<file path="config.mk">
export PLATFORM = sky130hd
export DESIGN_NAME = offload_cc
export DESIGN_NICKNAME = d
export VERILOG_FILES = /design/src/rtl/offload_pkg.sv /design/src/rtl/offload_intf.sv /design/src/rtl/offload_decode.sv /design/src/rtl/ssr_cfg_regs.sv /design/src/rtl/int_unit.sv /design/src/rtl/resp_arbiter.sv /design/src/rtl/offload_cc.sv
export SDC_FILE = /design/constraint.sdc
export NUM_CORES = 2
export LEC_CHECK = 0
export BUFFER_PORTS_ARGS = -buffer_cell sky130_fd_sc_hd__buf_4
export CAP_MARGIN = 15
export CORE_MARGIN = 5
export CORE_UTILIZATION = 64
export CTS_CLUSTER_DIAMETER = 30
export DETAILED_ROUTE_END_ITERATION = 16
export PLACE_DENSITY = 0.82
export SYNTH_ARGS = -nofsm -noshare
export SYNTH_HDL_FRONTEND = slang
export SYNTH_SLANG_ARGS = --single-unit
</file>
<file path="constraint.sdc">
create_clock -name clk_i -period 8.44 [get_ports clk_i]
set_input_delay 0.844 -clock clk_i [delete_from_list [all_inputs] [get_ports clk_i]]
set_output_delay 0.844 -clock clk_i [all_outputs]
set_load 0.02 [all_outputs]
</file>
<file path="src/rtl/offload_pkg.sv">
// Shared widths and enums for the offload hub
// Instruction field positions and config address split

package offload_pkg;

  // Datapath widths
  localparam int unsigned DATA_WIDTH       = 32;
  localparam int unsigned INSTR_WIDTH      = 32;
  localparam int unsigned ID_WIDTH_DEFAULT = 5;

  // ----------------------------------------
  // Instruction word fields
  // ----------------------------------------
  localparam int unsigned OPC_WIDTH = 4;
  localparam int unsigned IMM_LSB   = 20;
  localparam int unsigned IMM_MSB   = 31;

  // Config address split with the mover index in the low bits
  localparam int unsigned MOVER_FIELD_WIDTH = 5;
  localparam int unsigned REG_FIELD_WIDTH   = 7;
  localparam int unsigned CFG_ADDR_WIDTH    = MOVER_FIELD_WIDTH + REG_FIELD_WIDTH;

  // Target execution unit
  typedef enum logic {
    UNIT_SSR_CFG = 1'b0,
    UNIT_IPU     = 1'b1
  } acc_unit_e;

  // Decoded operations
  typedef enum logic [OPC_WIDTH-1:0] {
    OP_SCFGR   = 4'd0,
    OP_SCFGW   = 4'd1,
    OP_SCFGRI  = 4'd2,
    OP_SCFGWI  = 4'd3,
    OP_ADD     = 4'd4,
    OP_SUB     = 4'd5,
    OP_MUL     = 4'd6,
    OP_MINU    = 4'd7,
    OP_ILLEGAL = 4'd15
  } op_e;

endpackage

</file>
<file path="src/rtl/offload_intf.sv">
// Decoded request and unit response interfaces
// Both carry a valid/ready handshake

`timescale 1ns/1ns

interface dec_req_if #(
  parameter int unsigned IdWidth = offload_pkg::ID_WIDTH_DEFAULT
);
  import offload_pkg::*;

  logic                      valid;
  logic                      ready;
  logic [IdWidth-1:0]        id;
  op_e                       op;
  logic [DATA_WIDTH-1:0]     arga;
  logic [DATA_WIDTH-1:0]     argb;
  // Reordered as mover index then register index
  logic [CFG_ADDR_WIDTH-1:0] cfg_word;

  modport src (output valid, id, op, arga, argb, cfg_word, input ready);
  modport dst (input valid, id, op, arga, argb, cfg_word, output ready);
endinterface

interface unit_rsp_if #(
  parameter int unsigned IdWidth = offload_pkg::ID_WIDTH_DEFAULT
);
  import offload_pkg::*;

  logic                  valid;
  logic                  ready;
  logic [IdWidth-1:0]    id;
  logic [DATA_WIDTH-1:0] data;
  logic                  error;

  modport src (output valid, id, data, error, input ready);
  modport dst (input valid, id, data, error, output ready);
endinterface

</file>
<file path="src/rtl/offload_decode.sv">
// Offload request decode stage
// Classifies by target unit, builds config words, holds one request

`timescale 1ns/1ns

module offload_decode #(
  parameter int unsigned IdWidth = offload_pkg::ID_WIDTH_DEFAULT
) (
  input  logic                                clk_i,
  input  logic                                rst_ni,
  input  logic                                req_valid_i,
  output logic                                req_ready_o,
  input  logic [IdWidth-1:0]                  req_id_i,
  input  offload_pkg::acc_unit_e              req_unit_i,
  input  logic [offload_pkg::INSTR_WIDTH-1:0] req_instr_i,
  input  logic [offload_pkg::DATA_WIDTH-1:0]  req_arga_i,
  input  logic [offload_pkg::DATA_WIDTH-1:0]  req_argb_i,
  dec_req_if.src                              cfg_o,
  dec_req_if.src                              ipu_o
);
  import offload_pkg::*;

  logic [OPC_WIDTH-1:0]      opc;
  op_e                       op_d;
  logic [CFG_ADDR_WIDTH-1:0] addr;
  logic [CFG_ADDR_WIDTH-1:0] cfg_word_d;
  logic [IdWidth-1:0]        id_d;
  logic                      out_ready;
  logic                      accept;

  logic                      valid_q;
  acc_unit_e                 unit_q;
  logic [IdWidth-1:0]        id_q;
  op_e                       op_q;
  logic [DATA_WIDTH-1:0]     arga_q;
  logic [DATA_WIDTH-1:0]     argb_q;
  logic [CFG_ADDR_WIDTH-1:0] cfg_word_q;

  assign opc = req_instr_i[OPC_WIDTH-1:0];

  // Codes outside the selected unit's set become illegal
  always_comb begin
    op_d = OP_ILLEGAL;
    case (req_unit_i)
      UNIT_SSR_CFG: begin
        if (opc inside {OP_SCFGR, OP_SCFGW, OP_SCFGRI, OP_SCFGWI}) begin
          op_d = op_e'(opc);
        end
      end
      UNIT_IPU: begin
        if (opc inside {OP_ADD, OP_SUB, OP_MUL, OP_MINU}) begin
          op_d = op_e'(opc);
        end
      end
      default: ;
    endcase
  end

  // Immediate forms take the address from the instruction
  always_comb begin
    addr = '0;
    case (op_d)
      OP_SCFGRI, OP_SCFGWI: addr = req_instr_i[IMM_MSB:IMM_LSB];
      OP_SCFGR, OP_SCFGW:   addr = req_argb_i[CFG_ADDR_WIDTH-1:0];
      default: ;
    endcase
  end

  assign cfg_word_d = {addr[MOVER_FIELD_WIDTH-1:0], addr[CFG_ADDR_WIDTH-1:MOVER_FIELD_WIDTH]};

  // Writes carry id zero so the core writes nothing back
  assign id_d = (op_d inside {OP_SCFGW, OP_SCFGWI}) ? '0 : req_id_i;

  // ----------------------------------------
  // Output register
  // ----------------------------------------
  assign out_ready   = (unit_q == UNIT_IPU) ? ipu_o.ready : cfg_o.ready;
  assign req_ready_o = ~valid_q | out_ready;
  assign accept      = req_valid_i & req_ready_o;

  always_ff @(posedge clk_i or negedge rst_ni) begin
    if (!rst_ni) begin
      valid_q <= 1'b0;
      unit_q  <= UNIT_SSR_CFG;
    end else if (accept) begin
      valid_q <= 1'b1;
      unit_q  <= req_unit_i;
    end else if (out_ready) begin
      valid_q <= 1'b0;
    end
  end

  always_ff @(posedge clk_i) begin
    if (accept) begin
      id_q       <= id_d;
      op_q       <= op_d;
      arga_q     <= req_arga_i;
      argb_q     <= req_argb_i;
      cfg_word_q <= cfg_word_d;
    end
  end

  // Payload fans out to both units and valid only to the selected one
  assign cfg_o.valid    = valid_q & (unit_q == UNIT_SSR_CFG);
  assign cfg_o.id       = id_q;
  assign cfg_o.op       = op_q;
  assign cfg_o.arga     = arga_q;
  assign cfg_o.argb     = argb_q;
  assign cfg_o.cfg_word = cfg_word_q;

  assign ipu_o.valid    = valid_q & (unit_q == UNIT_IPU);
  assign ipu_o.id       = id_q;
  assign ipu_o.op       = op_q;
  assign ipu_o.arga     = arga_q;
  assign ipu_o.argb     = argb_q;
  assign ipu_o.cfg_word = cfg_word_q;

endmodule

</file>
<file path="src/rtl/ssr_cfg_regs.sv">
// Stream configuration register file unit
// Answers every access with the old value, then applies writes

`timescale 1ns/1ns

module ssr_cfg_regs #(
  parameter int unsigned NumMovers = 2,
  parameter int unsigned NumRegs   = 8
) (
  input  logic    clk_i,
  input  logic    rst_ni,
  dec_req_if.dst  req_i,
  unit_rsp_if.src rsp_o
);
  import offload_pkg::*;

  localparam int unsigned NumWords = NumMovers * NumRegs;
  localparam int unsigned WordIdxW = (NumWords > 1) ? $clog2(NumWords) : 1;

  logic [MOVER_FIELD_WIDTH-1:0] mover_idx;
  logic [REG_FIELD_WIDTH-1:0]   reg_idx;
  logic                         in_range;
  logic [WordIdxW-1:0]          word_idx;
  logic                         is_write;
  logic                         illegal;
  logic [DATA_WIDTH-1:0]        rdata;
  logic                         accept;
  logic                         valid_q;
  logic [DATA_WIDTH-1:0]        regs_q [NumWords];

  // Word is mover index on top of register index
  assign mover_idx = req_i.cfg_word[CFG_ADDR_WIDTH-1 -: MOVER_FIELD_WIDTH];
  assign reg_idx   = req_i.cfg_word[REG_FIELD_WIDTH-1:0];
  assign in_range  = (32'(mover_idx) < NumMovers) && (32'(reg_idx) < NumRegs);
  assign word_idx  = WordIdxW'(32'(mover_idx) * NumRegs + 32'(reg_idx));

  assign is_write = (req_i.op == OP_SCFGW) || (req_i.op == OP_SCFGWI);
  assign illegal  = !(req_i.op inside {OP_SCFGR, OP_SCFGW, OP_SCFGRI, OP_SCFGWI});

  // Out of range reads as zero
  assign rdata = in_range ? regs_q[word_idx] : '0;

  assign req_i.ready = ~valid_q | rsp_o.ready;
  assign accept      = req_i.valid & req_i.ready;

  always_ff @(posedge clk_i or negedge rst_ni) begin
    if (!rst_ni) begin
      for (int unsigned i = 0; i < NumWords; i++) begin
        regs_q[i] <= '0;
      end
    end else if (accept && is_write && in_range) begin
      regs_q[word_idx] <= req_i.arga;
    end
  end

  // ----------------------------------------
  // Response register
  // ----------------------------------------
  always_ff @(posedge clk_i or negedge rst_ni) begin
    if (!rst_ni) begin
      valid_q <= 1'b0;
    end else if (accept) begin
      valid_q <= 1'b1;
    end else if (rsp_o.ready) begin
      valid_q <= 1'b0;
    end
  end

  always_ff @(posedge clk_i) begin
    if (accept) begin
      rsp_o.id    <= req_i.id;
      rsp_o.data  <= illegal ? '0 : rdata;
      rsp_o.error <= illegal;
    end
  end

  assign rsp_o.valid = valid_q;

endmodule

</file>
<file path="src/rtl/int_unit.sv">
// Private integer unit
// Add, subtract, multiply low and unsigned minimum with one result register

`timescale 1ns/1ns

module int_unit (
  input  logic    clk_i,
  input  logic    rst_ni,
  dec_req_if.dst  req_i,
  unit_rsp_if.src rsp_o
);
  import offload_pkg::*;

  logic [DATA_WIDTH-1:0] result;
  logic                  illegal;
  logic                  accept;
  logic                  valid_q;

  // All results wrap modulo 2^32
  always_comb begin
    result  = '0;
    illegal = 1'b0;
    case (req_i.op)
      OP_ADD:  result = req_i.arga + req_i.argb;
      OP_SUB:  result = req_i.arga - req_i.argb;
      OP_MUL:  result = req_i.arga * req_i.argb;
      OP_MINU: result = (req_i.arga < req_i.argb) ? req_i.arga : req_i.argb;
      default: illegal = 1'b1;
    endcase
  end

  assign req_i.ready = ~valid_q | rsp_o.ready;
  assign accept      = req_i.valid & req_i.ready;

  always_ff @(posedge clk_i or negedge rst_ni) begin
    if (!rst_ni) begin
      valid_q <= 1'b0;
    end else if (accept) begin
      valid_q <= 1'b1;
    end else if (rsp_o.ready) begin
      valid_q <= 1'b0;
    end
  end

  // Result travels with the request id
  always_ff @(posedge clk_i) begin
    if (accept) begin
      rsp_o.id    <= req_i.id;
      rsp_o.data  <= result;
      rsp_o.error <= illegal;
    end
  end

  assign rsp_o.valid = valid_q;

endmodule

</file>
<file path="src/rtl/resp_arbiter.sv">
// Round-robin arbiter for the two unit response streams
// Grant stays locked while a response waits on the core

`timescale 1ns/1ns

module resp_arbiter #(
  parameter int unsigned IdWidth = offload_pkg::ID_WIDTH_DEFAULT
) (
  input  logic                               clk_i,
  input  logic                               rst_ni,
  unit_rsp_if.dst                            cfg_i,
  unit_rsp_if.dst                            ipu_i,
  output logic                               rsp_valid_o,
  input  logic                               rsp_ready_i,
  output logic [IdWidth-1:0]                 rsp_id_o,
  output logic [offload_pkg::DATA_WIDTH-1:0] rsp_data_o,
  output logic                               rsp_error_o
);
  import offload_pkg::*;

  acc_unit_e last_q;
  acc_unit_e gnt_q;
  logic      lock_q;
  acc_unit_e rr_gnt;
  acc_unit_e gnt;
  logic      xfer;

  // Prefer the input that lost last time
  always_comb begin
    if (cfg_i.valid && ipu_i.valid) begin
      rr_gnt = (last_q == UNIT_SSR_CFG) ? UNIT_IPU : UNIT_SSR_CFG;
    end else if (ipu_i.valid) begin
      rr_gnt = UNIT_IPU;
    end else begin
      rr_gnt = UNIT_SSR_CFG;
    end
  end

  // Hold an offered response stable until it is taken
  assign gnt = lock_q ? gnt_q : rr_gnt;

  assign rsp_valid_o = (gnt == UNIT_IPU) ? ipu_i.valid : cfg_i.valid;
  assign rsp_id_o    = (gnt == UNIT_IPU) ? ipu_i.id    : cfg_i.id;
  assign rsp_data_o  = (gnt == UNIT_IPU) ? ipu_i.data  : cfg_i.data;
  assign rsp_error_o = (gnt == UNIT_IPU) ? ipu_i.error : cfg_i.error;

  assign cfg_i.ready = rsp_ready_i & (gnt == UNIT_SSR_CFG);
  assign ipu_i.ready = rsp_ready_i & (gnt == UNIT_IPU);

  assign xfer = rsp_valid_o & rsp_ready_i;

  always_ff @(posedge clk_i or negedge rst_ni) begin
    if (!rst_ni) begin
      last_q <= UNIT_IPU;
      gnt_q  <= UNIT_SSR_CFG;
      lock_q <= 1'b0;
    end else begin
      lock_q <= rsp_valid_o & ~rsp_ready_i;
      gnt_q  <= gnt;
      if (xfer) begin
        last_q <= gnt;
      end
    end
  end

endmodule

</file>
<file path="src/rtl/offload_cc.sv">
// Offload hub top level
// Decode, config register unit, integer unit and response arbiter

`timescale 1ns/1ns

module offload_cc #(
  parameter int unsigned IdWidth   = offload_pkg::ID_WIDTH_DEFAULT,
  parameter int unsigned NumMovers = 2,
  parameter int unsigned NumRegs   = 8
) (
  input  logic                                clk_i,
  input  logic                                rst_ni,
  // Request from the core
  input  logic                                req_valid_i,
  output logic                                req_ready_o,
  input  logic [IdWidth-1:0]                  req_id_i,
  input  offload_pkg::acc_unit_e              req_unit_i,
  input  logic [offload_pkg::INSTR_WIDTH-1:0] req_instr_i,
  input  logic [offload_pkg::DATA_WIDTH-1:0]  req_arga_i,
  input  logic [offload_pkg::DATA_WIDTH-1:0]  req_argb_i,
  // Response to the core
  output logic                                rsp_valid_o,
  input  logic                                rsp_ready_i,
  output logic [IdWidth-1:0]                  rsp_id_o,
  output logic [offload_pkg::DATA_WIDTH-1:0]  rsp_data_o,
  output logic                                rsp_error_o
);

  dec_req_if  #(.IdWidth(IdWidth)) cfg_req ();
  dec_req_if  #(.IdWidth(IdWidth)) ipu_req ();
  unit_rsp_if #(.IdWidth(IdWidth)) cfg_rsp ();
  unit_rsp_if #(.IdWidth(IdWidth)) ipu_rsp ();

  offload_decode #(
    .IdWidth (IdWidth)
  ) i_decode (
    .clk_i       (clk_i),
    .rst_ni      (rst_ni),
    .req_valid_i (req_valid_i),
    .req_ready_o (req_ready_o),
    .req_id_i    (req_id_i),
    .req_unit_i  (req_unit_i),
    .req_instr_i (req_instr_i),
    .req_arga_i  (req_arga_i),
    .req_argb_i  (req_argb_i),
    .cfg_o       (cfg_req),
    .ipu_o       (ipu_req)
  );

  ssr_cfg_regs #(
    .NumMovers (NumMovers),
    .NumRegs   (NumRegs)
  ) i_ssr_cfg_regs (
    .clk_i  (clk_i),
    .rst_ni (rst_ni),
    .req_i  (cfg_req),
    .rsp_o  (cfg_rsp)
  );

  int_unit i_int_unit (
    .clk_i  (clk_i),
    .rst_ni (rst_ni),
    .req_i  (ipu_req),
    .rsp_o  (ipu_rsp)
  );

  resp_arbiter #(
    .IdWidth (IdWidth)
  ) i_resp_arbiter (
    .clk_i       (clk_i),
    .rst_ni      (rst_ni),
    .cfg_i       (cfg_rsp),
    .ipu_i       (ipu_rsp),
    .rsp_valid_o (rsp_valid_o),
    .rsp_ready_i (rsp_ready_i),
    .rsp_id_o    (rsp_id_o),
    .rsp_data_o  (rsp_data_o),
    .rsp_error_o (rsp_error_o)
  );

endmodule

</file>
==> run metrics <==
Seq/Total Area, Yosys=37.10%; maximum clock frequency=between 100 and 150 MHz; crit path max fanout=19; Seq cells post-synth=680; CP required=between 8 and 9 ns; Post-Syn Area=0.04804 sq mm; Synthesis Warnings=0; Fin. Hold Viols=0; critical path class=reg -> reg; synthesized area per cell=~12 sq um; Net Count, Synth=between 4000 and 5000; WL/cell=27.15 um; Finish-stage setup viols=0; initial DRC count=about 3300; worst skew pair latency=a little over 0.7 ns; IO buf count=~130; Highest Signal Layer=met5; multiplexer share of the synthesized area=20.74%; post-synthesis adder-cell area fraction=between 20 and 25%; FF/Latch Area=~0.018 sq mm; GRT Total Usage=34.70%; Via density=6.441; GPL Wtd Cong=between 0.9 and 1; final count of pins violating max slew=0; footprint of the multi-input gates=0.02781 sq mm; # rows=100; worst-margin pin slew=between 1 and 1.5 ns; ys flop type=dfrtp_1; H-tree depth=3; Initial Util=approximately 65%; cts hold-fix bufs=0; Slew headroom=a little over a fifth; Setup TNS=0 ns; Num Clock Sinks=680; post-synthesis instance total=about 3900; CTS tree=built; RSZ-0062 raised after global routing=false; max-cap violations=0; Min Clock Period, post-route=~8 ns; M1 WL=51.03 mm; most frequent cells in the layout=dfrtp_1, mux2_2, fa_1; Max Buffers Root-to-Sink=3; layout cells sized above 1=~28%; Post-DRT Antenna Nets=0; PostCTS Resize Cnt=0; width of the die=approximately 280 um; Clk pin slew, worst setup/hold paths=approximately 0.060 ns; most common cell after layout, fill and taps aside=dfrtp_1; I/O Pins=around 150; Final Skew=0.09309 ns; Core Region=approximately 0.074 sq mm; drt drc=0; DR WL met2=roughly 66 mm; pre-CTS WS=0.5897 ns; EDFF count, synth=roughly 160; largest family of logic cells by synthesized area=adder cells; Root Driver=clkbuf_16; die height=284.0 um; CP startpoint kind=flip-flop; Inserted Clock Buffers=114; Fill cells=around 4500; Yosys cell types=84; drt first pass iters=7; post-layout worst setup margin=~0.42 ns; DRT Wirelength=between 100 and 150 mm; met3 wire len=around 13 mm; Post-synth ARST share=about three quarters; WP data arrival=around 8.4 ns; R2R setup slack=between 0.4 and 0.5 ns; final net count=roughly 4700; pin count of the biggest net entering global routing=about 190; first-pass GRT wire length=about 210 mm; initial antenna violation count=6; Compound-Gate Fraction of Synth Area=4.573%; DR vias=approximately 33000; post-CTS setup buffer count=0; Die Footprint=about 0.081 sq mm; status=complete, no violations; simple-gate portion of the synthesized area=roughly 8.4%; Final Cycle Share=between 90 and 100%; XOR/XNOR Fraction of Synth Area=under 10%; vias in the first global route=~36000; detailed placement HPWL=~91 mm; hold crit path type=in -> async; Synth-to-Final Area Change=12.92%; grt ovf=0; crit path capture type=flip-flop
==> worst max-delay path: stages (launching register included) <==
cell and delay, ns:
edfxtp_1 0.98, buf_4 0.33, nand2_1 0.09, fa_1 0.47, fa_1 0.45, fa_1 0.52
inv_1 0.06, fa_1 0.42, inv_1 0.09, fa_1 0.40, inv_1 0.07, ha_1 0.22
inv_1 0.07, fa_1 0.44, fa_1 0.49, inv_1 0.04, ha_1 0.34, a21o_1 0.20
a21o_1 0.20, a21oi_1 0.24, o21ai_0 0.13, a31oi_2 0.21, a21boi_0 0.16, o21a_1 0.20
or3_1 0.31, a31oi_1 0.37, o21ai_1 0.17
==> stage by stage <==
stage	cells	utilization [%]	cell area [sq um]	hold slack [ns]
5_1_grt	5102	72.87	54250	0.2528
4_1_cts	5099	72.86	54240	0.2088
3_3_place_gp	4883	67.33	50130	0.4223
3_5_place_dp	4883	67.33	50130	0.4353
2_1_floorplan	3947	-	48040	0.4215
6_report	5103	72.88	54250	0.1812
==> state kept, by name, indices dropped and copies added, names as in the netlist, 4 cells and up <==
name	cells
i_decode.cfg_o.op	4
i_decode.cfg_o.id	5
i_int_unit.rsp_o.id	5
i_ssr_cfg_regs.rsp_o.id	5
i_ssr_cfg_regs.rsp_o.data	32
i_decode.cfg_o.cfg_word	12
i_decode.cfg_o.arga	32
i_ssr_cfg_regs.regs_q	512
i_int_unit.rsp_o.data	32
i_decode.cfg_o.argb	32
==> cells in the mapped netlist, drive strengths merged (18+ instances only) <==
cell	n	share of area (%)
a21o	25	0.39
a21oi	107	1.1
a31oi	18	0.29
and2	172	2.2
buf	72	0.77
clkbuf	208	1.6
dfrtp	518	27
edfxtp	161	10
fa	410	17
ha	186	4.8
inv	360	2.8
mux2	541	13
mux2i	27	0.56
mux4	160	7.5
nand2	397	3.1
nand3	19	0.22
nor2	141	1.1
nor2b	45	0.59
nor3	21	0.24
o21ai	72	0.76
xnor2	86	1.6
xor2	25	0.46
==> routing by layer <==
layer / track usage (%) / vias to the layer above
met5: 0 / -
li1: - / 13572
met2: 55.40 / 1838
met4: 17.49 / 4
met3: 7.807 / 511
met1: 45.37 / 16945
==> cells by family (layout without fill, tap and decap cells) <==
kind of cell	Yosys count	count (layout)
compound gates	333	333
xor+xnor	111	111
fa+ha+maj	596	596
buf+inv	641	824
flops	680	680
mux	728	728
other cells	0	4
simple gates	858	858
==> layout make-up <==
type                    instances  area share, %
well taps                     969          2.235
repair buffers                247          3.547
clock inverters                68          1.760
inverters                     361          2.498
multi-input cells            2626          51.26
flip-flops and latches        680          32.85
clock buffers                 148          5.826
diodes                          4        0.01845
==> final timing paths <==
path                                   startpoint                         end  depth (start not counted)
max                        i_decode.cfg_o.argb[3]   i_int_unit.rsp_o.data[27]                         26
min                                        rst_ni  i_ssr_cfg_regs.regs_q[153]                          1
max reg2reg                i_decode.cfg_o.argb[3]   i_int_unit.rsp_o.data[27]                         26
min reg2reg                  i_decode.cfg_o.id[4]      i_int_unit.rsp_o.id[4]                          0
max in group asynchronous                  rst_ni  i_ssr_cfg_regs.regs_q[103]                          3
min in group clk_i                 req_arga_i[28]     i_decode.cfg_o.arga[28]                          1
Power is not shown: default switching activity piles up to over one toggle a cycle in this logic, so the estimate is an artifact.
